### src/verilog/fetch_settings.svh
`ifndef FETCH_SETTINGS_SVH
`define FETCH_SETTINGS_SVH

// Data and address width
`define XLEN        32

// First fetch address out of reset
`define RESET_PC    32'h8000_0000

`define BTB_ENTRIES 16   // Index from PC bits 5:2
`define IMEM_WORDS  256  // Index from PC bits 9:2

`endif

### src/verilog/fetch_pkg.sv
`include "fetch_settings.svh"

package fetch_pkg;

    // Fetch address
    typedef logic [`XLEN-1:0] pc_t;

    // Raw RV32 instruction word
    typedef logic [31:0] instr_t;

    // Outcome of a resolved branch, carried with a squash
    typedef enum logic {
        RD_NOT_TAKEN = 1'b0,
        RD_TAKEN     = 1'b1
    } redirect_t;

endpackage

### src/verilog/bpred.sv
`timescale 1ns/1ps
`include "fetch_settings.svh"

module bpred
    import fetch_pkg::*;
(
    input  logic      clk,
    input  logic      rstn,
    // Lookup for the current fetch PC
    input  pc_t       pc,
    output logic      pred_hit,
    output pc_t       pred_next,
    // Training from the resolved branch
    input  logic      squash_valid,
    input  redirect_t squash_kind,
    input  pc_t       squash_pc,
    input  pc_t       squash_target
);

    localparam int IDX_W = $clog2(`BTB_ENTRIES);
    localparam int TAG_W = `XLEN - IDX_W - 2;

    logic [`BTB_ENTRIES-1:0] valid_q;
    logic [TAG_W-1:0]        tag_q    [`BTB_ENTRIES];
    pc_t                     target_q [`BTB_ENTRIES];

    logic [IDX_W-1:0] rd_idx;
    logic [TAG_W-1:0] rd_tag;
    logic [IDX_W-1:0] wr_idx;
    logic [TAG_W-1:0] wr_tag;
    logic             wr_match;

    // Word aligned PC, so bits 1:0 are skipped
    assign rd_idx = pc[IDX_W+1:2];
    assign rd_tag = pc[`XLEN-1:IDX_W+2];
    assign wr_idx = squash_pc[IDX_W+1:2];
    assign wr_tag = squash_pc[`XLEN-1:IDX_W+2];

    // Combinational lookup
    assign pred_hit  = valid_q[rd_idx] && (tag_q[rd_idx] == rd_tag);
    assign pred_next = pred_hit ? target_q[rd_idx] : pc + pc_t'(4);

    // Entry currently holding the squashed branch
    assign wr_match = valid_q[wr_idx] && (tag_q[wr_idx] == wr_tag);

    always_ff @(posedge clk) begin
        if (!rstn) begin
            valid_q <= '0;
        end else if (squash_valid) begin
            if (squash_kind == RD_TAKEN) begin
                valid_q[wr_idx] <= 1'b1;      // Allocate or overwrite
            end else if (wr_match) begin
                valid_q[wr_idx] <= 1'b0;      // Branch fell through, forget it
            end
        end
    end

    // Tag and target only change together with a taken squash
    always_ff @(posedge clk) begin
        if (squash_valid && squash_kind == RD_TAKEN) begin
            tag_q[wr_idx]    <= wr_tag;
            target_q[wr_idx] <= squash_target;
        end
    end

endmodule

### config.mk
export PLATFORM = sky130hd
export DESIGN_NAME = bpred
export DESIGN_NICKNAME = d
export VERILOG_FILES = /design/src/verilog/fetch_pkg.sv /design/src/verilog/bpred.sv
export VERILOG_INCLUDE_DIRS = /design/src /design/src/verilog
export SDC_FILE = /design/constraint.sdc
export NUM_CORES = 1
export LEC_CHECK = 0
export BUFFER_PORTS_ARGS = -buffer_cell sky130_fd_sc_hd__buf_2
export CAP_MARGIN = 20
export CORE_MARGIN = 2
export CORE_UTILIZATION = 30
export CTS_CLUSTER_DIAMETER = 50
export DETAILED_ROUTE_END_ITERATION = 10
export GPL_TIMING_DRIVEN = 0
export MAX_ROUTING_LAYER = met4
export PLACE_DENSITY = 0.43
export SKIP_LAST_GASP = 1
export SLEW_MARGIN = 25
export SYNTH_ARGS = -nofsm -noshare
export SYNTH_HDL_FRONTEND = slang
export SYNTH_SLANG_ARGS = --single-unit
export TNS_END_PERCENT = 100
### constraint.sdc
create_clock -name clk -period 12.02 [get_ports clk]
set_clock_uncertainty 0.1 [all_clocks]
set_input_delay 1.202 -clock clk [delete_from_list [all_inputs] [get_ports clk]]
set_output_delay 1.202 -clock clk [all_outputs]
set_load 0.05 [all_outputs]
==> out/summary.txt <==
Worst EP arrival -> 6.97 ns
CP max FO -> 10
Cell Count Post-Placement -> 4116
Mean Syn Cell Area -> 20.0 µm²
Pwr Total -> 7.79 mW
ys async rst share -> 0%
H-tree lvl count -> 3
gr ovfl total -> 0
global routing usage on met1 -> 29.9%
Num CTS Buffers -> 117
vias in the first global route -> 24400
max incr delay on CP -> 0.85 ns
final hold vios -> 0
core area -> 137000 µm²
total wire length -> 154 mm
Slowest-stage cell, CP -> nor4_4
initial antenna violation count -> 33
PostCTS Resize Cnt -> 0
Die Footprint -> 141000 µm²
drt wl/cell -> 35.2 µm
Final nets -> 2542
global-route wire length before repair -> 209 mm
RSZ-0062 raised after global routing -> false
Post-DRT Antenna Nets -> 0
status -> complete, no violations
final setup violation count -> 0
CTS tree -> built
met3 usage -> 5.16%
busiest grt layer -> met2
sequential element share of the synthesized area -> 68.0%
proportion of layout cells with a drive suffix above 1 -> 36.5%
fill cell count -> 12700
final instance area -> 50300 µm²
I/O Buffers -> 119
hold crit path type -> flip-flop to flip-flop
Peak Freq -> 0.121 GHz
ys flop type -> edfxtp_1
drt first-iter violations -> 2712
post-synthesis cell type count -> 63
maximum clock insertion buffer count -> 3
final slew viol count -> 0
# IOs -> 133
P per Cell Area -> 155 nW/µm²
postcts setup bufs -> 0
DP Area -> 46400 µm²
die height -> 376 µm
max_cap viols -> 0
area occupied by multi-input gates -> 12700 µm²
row cnt -> 136
Clock Latency Late Sink -> 0.73 ns
pin count of the biggest net entering global routing -> 23
clk sinks -> 944
Pleak -> 16.4 nW
Synth Register Bits -> 944
clk root buf -> clkbuf_16
Initial DRT Pass Iterations -> 7
Worst IR Drop VDD -> 0.000119 V
period utilization -> 68.8%
Post-synth EDFFs -> 928
CP cell instances -> buf_2, buf_6, buf_4, buf_2, buf_2, buf_2, mux2i_1, nor2_1, a21oi_1, xor2_1, nand4_1, nor4_4, buf_6, mux2_4, buf_2
pre-CTS setup slack -> 3.73 ns
Worst Slack Setup Final -> 3.74 ns
endpoint type of the worst setup path -> output pin
CTS clock-pin slew for the worst setup and hold paths -> 0.06 ns
Reg area -> 28200 µm²
Worst-Margin Slew -> 1.21 ns
syn_nets -> 2174
Slew HR -> 19.1%
routability cong. -> 0.911
initial core utilization -> 30.2%
Min Hold Slack -> 0.410 ns
CP Launch Type -> input port
Cell Count, Final, Fillers Out -> 4358
cell repeated most along the worst path -> buf_2
Req. time, crit path -> 10.72 ns
kind of critical path -> input port to output pin
vias per inst -> 5.52
met2 GRT Util -> 34.3%
DRC viols -> 0
Vias -> 24100
# hold bufs at CTS -> 0
Final min period -> 8.28 ns
die width -> 376 µm
Cell Area, Synth -> 41400 µm²
Layout area overhead -> 21.4%
Ys Warns -> 0
Mapped Cells -> 2073
global-route usage over all layers -> 22.3%
Reg2Reg Setup Slack -> 8.49 ns
DP HPWL -> 109 mm
-- sequential cells by signal (all words and copies together), names as in the netlist, named ones only --
name and count:
tag_q 416, target_q 512
-- placed cells by master (no fill, tap or decap), types with 27 or more instances in the layout --
cell type | netlist | layout
a21oi_1 | 44 | 44
a22oi_1 | 27 | 27
buf_16 | 0 | 43
buf_2 | 50 | 212
buf_4 | 6 | 32
clkbuf_1 | 51 | 64
clkbuf_16 | 0 | 119
edfxtp_1 | 928 | 928
mux2_4 | 28 | 28
mux2i_1 | 132 | 132
mux4_2 | 336 | 336
nand2_1 | 47 | 47
nor2_1 | 51 | 38
xnor2_1 | 60 | 60
xor2_1 | 28 | 28
-- power by group --
| group | switching, mW | leakage (nW) | total [mW] | internal, mW |
|---|---|---|---|---|
| Sequential | 0.0177 | 8.49 | 3.68 | 3.66 |
| Clock | 1.45 | 1.85 | 3.46 | 2.01 |
| Combinational | 0.414 | 6.08 | 0.652 | 0.238 |
-- kinds of logic (layout without fill, tap and decap cells) --
group | count (synthesis) | in the layout | synth area share, %
flops | 944 | 944 | 68.0
mux | 517 | 517 | 23.1
compound gates | 189 | 189 | 3.13
simple gates | 186 | 186 | 2.18
buf+inv | 148 | 616 | 1.69
xor+xnor | 88 | 88 | 1.86
fa+ha+maj | 1 | 1 | 0.0302
other cells | 0 | 23 | 0
-- metrics by stage --
step | TNS [ns] | util (%)
floorplan | 0 | -
CTS | 0 | 36.6
finish | 0 | 36.6
global placement | -2180.15 | 32.2
global route | 0 | 36.6
detailed placement | 0 | 33.8
-- final timing paths --
check	start	endpoint	depth (start not counted)
worst min register to register	flip-flop	flip-flop	2
worst max-delay path	pc[2]	pred_next[24]	15
worst max register to register	tag_q[15][25]	flip-flop	8
worst min-delay path	flip-flop	flip-flop	2
-- cell type report --
cell class | count | area share [%]
inverters | 22 | 0.164
well taps | 1794 | 4.46
clock inverters | 73 | 1.43
clock buffers | 146 | 6.14
repair buffers | 249 | 5.18
multi-input cells | 981 | 25.2
plain buffers | 126 | 1.28
diodes | 23 | 0.114
flip-flops and latches | 944 | 56.0
-- critical path: cells and delay by family --
family	cells	cell delay [ns]
xor+xnor	1	0.37
compound gates	1	0.42
mux	2	0.65
simple gates	3	1.11
buf+inv	8	3.14
-- metal layers --
metal | share of wire [%] | wire length, µm
met1 | 43 | 65800
met2 | 46 | 71300
met3 | 8.1 | 12500
met4 | 2.6 | 4050
met5 | 0 | 0
-- synth_stat cells (25+ instances only) --
cell type  instances  area share, %
edfxtp_1         928             67
mux2_4            28            1.0
a21oi_1           44           0.53
a22oi_1           27           0.49
mux2i_1          132            3.2
mux4_2           336             18
clkbuf_1          51           0.46
o21ai_0           25           0.30
nand2_1           47           0.43
xor2_1            28           0.59
xnor2_1           60            1.3
nor2_1            51           0.46
buf_2             50           0.60
No activity file was read; power rests on OpenSTA's default activity.
