### config.mk
export PLATFORM = sky130hd
export DESIGN_NAME = fetch
export DESIGN_NICKNAME = d
export VERILOG_FILES = /design/src/verilog/fetch_pkg.sv /design/src/verilog/fetch.sv
export VERILOG_INCLUDE_DIRS = /design/src /design/src/verilog
export SDC_FILE = /design/constraint.sdc
export NUM_CORES = 1
export LEC_CHECK = 0
export ABC_CLOCK_PERIOD_IN_PS = 7410
export CORE_AREA = 2 2 117 119
export DETAILED_ROUTE_END_ITERATION = 8
export DIE_AREA = 0 0 119 121
export DONT_BUFFER_PORTS = 1
export PLACE_DENSITY = 0.54
export REMOVE_ABC_BUFFERS = 1
export SYNTH_ARGS = -nofsm -noshare
export SYNTH_HDL_FRONTEND = slang
export SYNTH_SLANG_ARGS = --single-unit
### constraint.sdc
create_clock -name clk -period 7.41 [get_ports clk]
set_input_delay 1.8525 -clock clk [delete_from_list [all_inputs] [get_ports clk]]
set_output_delay 1.8525 -clock clk [all_outputs]
set_load 0.02 [all_outputs]
### src/verilog/fetch_settings.svh
`ifndef FETCH_SETTINGS_SVH
`define FETCH_SETTINGS_SVH

// Data and address width
`define XLEN        32

// First fetch address out of reset
`define RESET_PC    32'h8000_0000

`define BTB_ENTRIES 16   // Index from PC bits 5:2
`define IMEM_WORDS  256  // Index from PC bits 9:2

`endif

### src/verilog/fetch_pkg.sv
`include "fetch_settings.svh"

package fetch_pkg;

    // Fetch address
    typedef logic [`XLEN-1:0] pc_t;

    // Raw RV32 instruction word
    typedef logic [31:0] instr_t;

    // Outcome of a resolved branch, carried with a squash
    typedef enum logic {
        RD_NOT_TAKEN = 1'b0,
        RD_TAKEN     = 1'b1
    } redirect_t;

endpackage

### src/verilog/fetch.sv
`timescale 1ns/1ps
`include "fetch_settings.svh"

module fetch
    import fetch_pkg::*;
(
    input  logic      clk,
    input  logic      rstn,
    // Redirect from a later stage
    input  logic      squash_valid,
    input  redirect_t squash_kind,
    input  pc_t       squash_pc,
    input  pc_t       squash_target,
    // Predictor
    output pc_t       pc,
    input  logic      pred_hit,
    input  pc_t       pred_next,
    // Instruction memory
    output logic      addr_valid,
    output pc_t       addr,
    input  logic      addr_ready,
    input  logic      data_valid,
    input  instr_t    data,
    output logic      data_ready,
    // Decode
    output logic      fetch_valid,
    output pc_t       fetch_pc,
    output instr_t    fetch_instr,
    output logic      fetch_pred_hit,
    output pc_t       fetch_pred_next,
    input  logic      fetch_ready
);

    pc_t  pc_q;
    pc_t  redirect_pc;
    logic issue;

    // Record of the request whose response is in flight or held
    pc_t  req_pc_q;
    logic req_hit_q;
    pc_t  req_next_q;
    logic req_killed_q;

    // Decode stall blocks issue so the held response never gets overwritten
    assign issue = addr_ready && fetch_ready && !squash_valid;

    assign redirect_pc = (squash_kind == RD_TAKEN) ? squash_target
                                                   : squash_pc + pc_t'(4);

    assign pc         = pc_q;
    assign addr       = pc_q;
    assign addr_valid = issue;
    assign data_ready = fetch_ready;

    always_ff @(posedge clk) begin
        if (!rstn) begin
            pc_q <= `RESET_PC;
        end else if (squash_valid) begin
            pc_q <= redirect_pc;
        end else if (issue) begin
            pc_q <= pred_next;             // Sequential or predicted target
        end
    end

    always_ff @(posedge clk) begin
        if (issue) begin
            req_pc_q   <= pc_q;
            req_hit_q  <= pred_hit;
            req_next_q <= pred_next;
        end
    end

    // Nothing valid outstanding out of reset or after a squash
    always_ff @(posedge clk) begin
        if (!rstn) begin
            req_killed_q <= 1'b1;
        end else if (squash_valid) begin
            req_killed_q <= 1'b1;
        end else if (issue) begin
            req_killed_q <= 1'b0;
        end
    end

    // The squash cycle itself never delivers a word
    assign fetch_valid     = data_valid && !req_killed_q && !squash_valid;
    assign fetch_pc        = req_pc_q;
    assign fetch_instr     = data;
    assign fetch_pred_hit  = req_hit_q;
    assign fetch_pred_next = req_next_q;

endmodule

==> flow_metrics.py, run 1 <==
metrics = {
    "sta": {
        "slew_violations": 0,
        "rsz0062_at_grt": "false",
        "finalCritPeriodShare_pct": 65.1,
        "worst_slew_pin_slew_ps": 949,
        "hold_violations": 0,
        "max_slew_margin_pct": 36.6,
        "finalCriticalPeriod_ps": 4820,
        "finClkSkew_ps": 4.04,
        "fin_tns_setup_ps": 0,
        "setup_viol": 0,
        "max_freq_mhz": 207,
    },
    "synth": {
        "synth_compound_area_share_pct": 14.4,
        "syn_avg_cell_area_um2": 11.2,
        "synth_cells": 443,
        "yosys-mux-area-fraction_pct": 5.54,
        "synth_top_cell_by_area": "edfxtp_1",
        "synth_area_mm2": 0.00495,
        "synth_area_leaders": "edfxtp_1 39%, dfxtp_1 13%, buf_4 9.9%",
        "yosysWarnings": 0,
        "yosys-top-cells-count": "65 x buf_4, 65 x edfxtp_1, 33 x dfxtp_1",
        "synthAdderAreaFrac_pct": 0.253,
        "yosysSeqAreaShare_pct": 52.8,
        "yosys.cell_types.count": 57,
        "ys_ff_latch": 98,
        "synth_ff_type": "edfxtp_1",
        "synthSimpleGateAreaFrac_pct": 12.8,
        "synthArstFlopShare_pct": 0,
        "synth_edf_count": 65,
        "synth_top_area_share_pct": 39.4,
        "synth_top_family_by_area": "compound AO/OA/AOI/OAI gates",
        "synth_xor_area_share_pct": 1.77,
    },
    "global_routing": {
        "grtUsageTotal_pct": 21.0,
        "antenna_found_initial": 0,
        "grt_pass1_vias": 3426,
        "grt_pass1_wl_mm": 21.8,
        "grt_max_degree": 61,
        "grt_overflow": 0,
    },
    "worst_setup_path": {
        "crit_chain": "nand2_1 -> nor2_4",
        "cp_slowest_stage_delay_ps": 680,
        "cp.buffers_inverters": 0,
        "critPathTopFamily": "simple AND/OR/NAND/NOR gates",
        "critPathCaptureType": "primary output",
        "path_class": "in -> out",
        "crit_slowest_cell": "nor2_4",
        "crit_arrival_ps": 2970,
        "cp-start-kind": "input pin",
        "required_ps": 5560,
        "crit_path_max_fanout": 17,
        "rrSetupSlack_ps": 6090,
    },
    "floorplanning": {
        "die_area_mm2": 0.0144,
        "initial_utilization_pct": 37.8,
        "ios": 300,
        "rows": 42,
        "coreArea_mm2": 0.0131,
        "die_y_um": 121,
        "chipWidth_um": 119,
    },
    "place": {
        "placed_cells": 531,
        "dp_hpwl_mm": 11.4,
        "gp_congestion": 0.736,
        "io_buffers": 0,
    },
    "cells_and_area": {
        "final_nets": 503,
        "area_growth_pct": -0.607,
        "layout.cells.non_filler": 547,
        "drive_gt1_share_pct": 11.9,
        "fin_util_pct": 37.6,
        "insertedDiodeCount": 0,
    },
    "clock_network": {
        "post_cts_buffers": 0,
        "clock_sinks": 98,
        "clk_pin_slew_worst_paths_ps": 60,
        "post_cts_resized": 0,
        "htree_levels": 3,
        "clockBufferDepth": 2,
        "clock_latency_ps": 350,
        "numCtsBuffers": 9,
        "hold_buffers": 0,
        "cts_root_buffer": "clkbuf_16",
        "tritoncts": "done",
    },
    "routing": {
        "antenna_left": 0,
        "drtPass1Iterations": 6,
        "routed_wl_mm": 15.2,
        "drcViolationCount": 0,
        "num_vias": 3332,
        "wire_per_inst_um": 27.9,
        "via_per_inst": 6.09,
        "drt_iter0_drc": 172,
    },
    "pwr": {
        "peakVddDrop_mv": 0.116,
        "power.total_mw": 1.27,
        "powerDensity_mw_per_mm2": 259,
        "p_leak_nw": 1.60,
    },
    "run_status": {
        "status": "finished, final reports clean",
    },
    "run": {
        "cap_violations": 0,
    },
    "hold_path": {
        "min_path_type": "reg -> reg",
    },
}
through the flow:
step                setup WS [ps]  instance area, µm²  hold WS, ps
global route                 2460                4920          533
detailed placement           2540                4600          485
global placement             2600                4600          495
floorplan                     421                4360          427
finish                       2590                4920          499
CTS                          2540                4920          509
report_power, final:
part           switching [mW]  internal [mW]
Clock                   0.207          0.295
Sequential             0.0764          0.616
Combinational          0.0427         0.0364
Total                   0.326          0.948
final timing paths:
| kind | cells past startpoint | endpoint | startpoint |
|---|---|---|---|
| worst max-delay path | 2 | addr_valid | addr_ready |
| worst min-delay path | 1 | req_killed_q | req_killed_q |
| worst max register to register | 3 | addr[28] | addr[28] |
| worst min register to register | 1 | req_killed_q | req_killed_q |
sequential cells by signal (all words and copies together) (netlist names):
register / count
addr: 32
fetch_pc: 32
fetch_pred_next: 32
fetch_pred_hit: 1
req_killed_q: 1
cell families after synthesis:
family	Yosys count
xor gates and xnor gates	10
buffers and inverters	97
DFF	98
and+or+nand+nor	114
adders and majority gates	1
muxes	25
AOI/OAI and AO/OA	98
placed cells by master, fill, tap and decap left out, types with 11 or more instances in the layout:
cell,instances
nand3_1,13
edfxtp_1,65
o221ai_1,15
nand2_1,23
dfxtp_1,33
and3_1,11
nor2_1,15
mux2_2,19
a31oi_1,14
a211oi_1,12
metal layers:
layer | part of all wire, % | track usage [%] | up-vias
met5 | 0.87 | 4.04 | -
met4 | 1.9 | 6.92 | 4
met3 | 15 | 15.3 | 24
met2 | 44 | 31.6 | 218
met1 | 38 | 22.9 | 1606
li1 | - | - | 1480
cell type report:
class / count / area (µm²)
Clock inverter: 7 / 91.3
Multi-Input combinational cell: 248 / 1730
Clock buffer: 9 / 225
Sequential cell: 98 / 2610
Tap cell: 176 / 220
Timing Repair Buffer: 2 / 15.0
Inverter: 7 / 26.3
Fill cell: 1285 / 8170
(Power assumes the default switching activity.)
==> run 2, diff against run 1 <==
--- a/config.mk
+++ b/config.mk
@@ -6,7 +6,7 @@
 export SDC_FILE = /design/constraint.sdc
 export NUM_CORES = 1
 export LEC_CHECK = 0
-export ABC_CLOCK_PERIOD_IN_PS = 7410
+export ABC_CLOCK_PERIOD_IN_PS = 4700
 export CORE_AREA = 2 2 117 119
 export DETAILED_ROUTE_END_ITERATION = 8
 export DIE_AREA = 0 0 119 121
==> constraint.sdc (replaced) <==
create_clock -name clk -period 4.7 [get_ports clk]
set_input_delay 1.175 -clock clk [delete_from_list [all_inputs] [get_ports clk]]
set_output_delay 1.175 -clock clk [all_outputs]
set_load 0.02 [all_outputs]
==> run 2 against run 1 <==
Against the previous run: final cell count is 0.18% higher; cell area is 0.64% higher; largest cell class unchanged; clock power increased by 67%; critical path depth unchanged; critical endpoint unchanged.
==> flow_metrics.py, run 2 (synthesized netlist as in run 1, its figures left out) <==
metrics = {
    "run_status": {
        "status": "finished, final reports clean",
    },
    "sta": {
        "hold_violations": 0,
        "finalCriticalPeriod_ps": 2910,
        "slew_violations": 0,
        "max_freq_mhz": 344,
        "worst_slew_pin_slew_ps": 962,
        "finalCritPeriodShare_pct": 61.8,
        "fin_tns_setup_ps": 0,
        "rsz0062_at_grt": "false",
        "finClkSkew_ps": 3.47,
        "setup_viol": 0,
        "hold_ws_ps": 468,
        "max_slew_margin_pct": 35.7,
    },
    "floorplanning": {
        "die_area_mm2": 0.0144,
        "initial_utilization_pct": 37.8,
        "chipWidth_um": 119,
        "rows": 42,
        "ios": 300,
        "die_y_um": 121,
        "coreArea_mm2": 0.0131,
    },
    "place": {
        "io_buffers": 0,
        "gp_congestion": 0.740,
        "dp_hpwl_mm": 11.3,
    },
    "worst_setup_path": {
        "cp.depth": 2,
        "worstSetupStartpoint": "addr_ready",
        "crit_slowest_cell": "nor2_4",
        "cp-endpoint": "addr_valid",
        "cp-start-kind": "input pin",
        "required_ps": 3520,
        "ff2ff_path_depth": 3,
        "crit_chain": "nand2_1 -> nor2_4",
        "path_class": "in -> out",
        "r2r_start": "addr[28]",
        "crit_arrival_ps": 1730,
        "critPathCaptureType": "primary output",
        "rrSetupSlack_ps": 3420,
        "cp.buffers_inverters": 0,
        "cp_slowest_stage_delay_ps": 470,
        "r2r_end": "addr[28]",
        "crit_path_max_fanout": 15,
        "critPathTopFamily": "simple AND/OR/NAND/NOR gates",
    },
    "routing": {
        "wire_per_inst_um": 27.3,
        "routed_wl_mm": 14.9,
        "drtPass1Iterations": 7,
        "drcViolationCount": 0,
        "via_per_inst": 6.02,
        "antenna_left": 0,
        "num_vias": 3298,
        "drt_iter0_drc": 241,
    },
    "cells_and_area": {
        "final_nets": 504,
        "fillCellCount": 1256,
        "area_growth_pct": 0.0253,
        "final_cell_mix": "65 x edfxtp_1, 33 x dfxtp_1, 23 x nand2_1",
        "mostFrequentLayoutCell": "edfxtp_1",
        "insertedDiodeCount": 0,
        "drive_gt1_share_pct": 11.8,
    },
    "hold_path": {
        "min_path_type": "reg -> reg",
    },
    "clock_network": {
        "clockBufferDepth": 2,
        "htree_levels": 3,
        "numCtsBuffers": 9,
        "hold_buffers": 0,
        "post_cts_buffers": 0,
        "tritoncts": "done",
        "clk_pin_slew_worst_paths_ps": 60,
        "cts_root_buffer": "clkbuf_16",
        "post_cts_resized": 0,
        "clock_latency_ps": 350,
        "clock_sinks": 98,
    },
    "pwr": {
        "p_leak_nw": 1.61,
        "peakVddDrop_mv": 0.140,
        "powerDensity_mw_per_mm2": 416,
    },
    "global_routing": {
        "antenna_found_initial": 0,
        "grt_overflow": 0,
        "grt_max_degree": 61,
        "grt_pass1_wl_mm": 21.7,
        "grt_pass1_vias": 3397,
        "grtUsageTotal_pct": 20.8,
    },
    "run": {
        "cap_violations": 0,
    },
}
==> run 2: cell types whose count changed in the layout (fill, tap and decap cells not counted) <==
cell / before / now
bufinv_16: 2 / 3
clkinv_2: 3 / 1
buf_4: 2 / 3
clkinv_1: 0 / 1
==> run 2: worst min-delay path by stage <==
stage	from	end	slack (ps)	cells past startpoint
global placement	req_killed_q	req_killed_q	440	1
detailed placement	req_killed_q	req_killed_q	450	1
global route	req_killed_q	req_killed_q	510	1
floorplan	req_killed_q	req_killed_q	430	1
CTS	req_killed_q	req_killed_q	470	1
finish	req_killed_q	req_killed_q	470	1
==> run 2: final cells by class <==
| cell class | count | area [µm²] | area share (%) |
|---|---|---|---|
| Tap cell | 176 | 220 | 4.45 |
| Inverter | 7 | 26.3 | 0.531 |
| Clock buffer | 9 | 225 | 4.55 |
| Multi-Input combinational cell | 248 | 1730 | 34.9 |
| Timing Repair Buffer | 3 | 22.5 | 0.455 |
| Sequential cell | 98 | 2610 | 52.8 |
| Clock inverter | 7 | 115 | 2.32 |
==> run 2: per-layer routing <==
layer | share of wire, % | GRT usage (%)
met5 | 0.51 | 4.04
met4 | 1.7 | 7.37
met3 | 15 | 14.3
met2 | 44 | 30.7
met1 | 38 | 23.4
==> run 2: through the flow <==
step | std cells | instance area (µm²) | power [mW] | setup WS (ps) | util, %
floorplan | 353 | 4360 | 1.20 | -934 | -
global placement | 532 | 4610 | 1.24 | 1790 | 35.2
detailed placement | 532 | 4610 | 1.24 | 1770 | 35.2
CTS | 548 | 4950 | 2.08 | 1770 | 37.8
global route | 548 | 4950 | 2.13 | 1710 | 37.8
finish | 548 | 4950 | 2.06 | 1790 | 37.8
==> run 2: report_power, final <==
part | leakage [nW] | switching [mW] | internal (mW)
registers | 0.883 | 0.121 | 0.971
clock network | 0.163 | 0.323 | 0.519
logic | 0.568 | 0.0662 | 0.0580
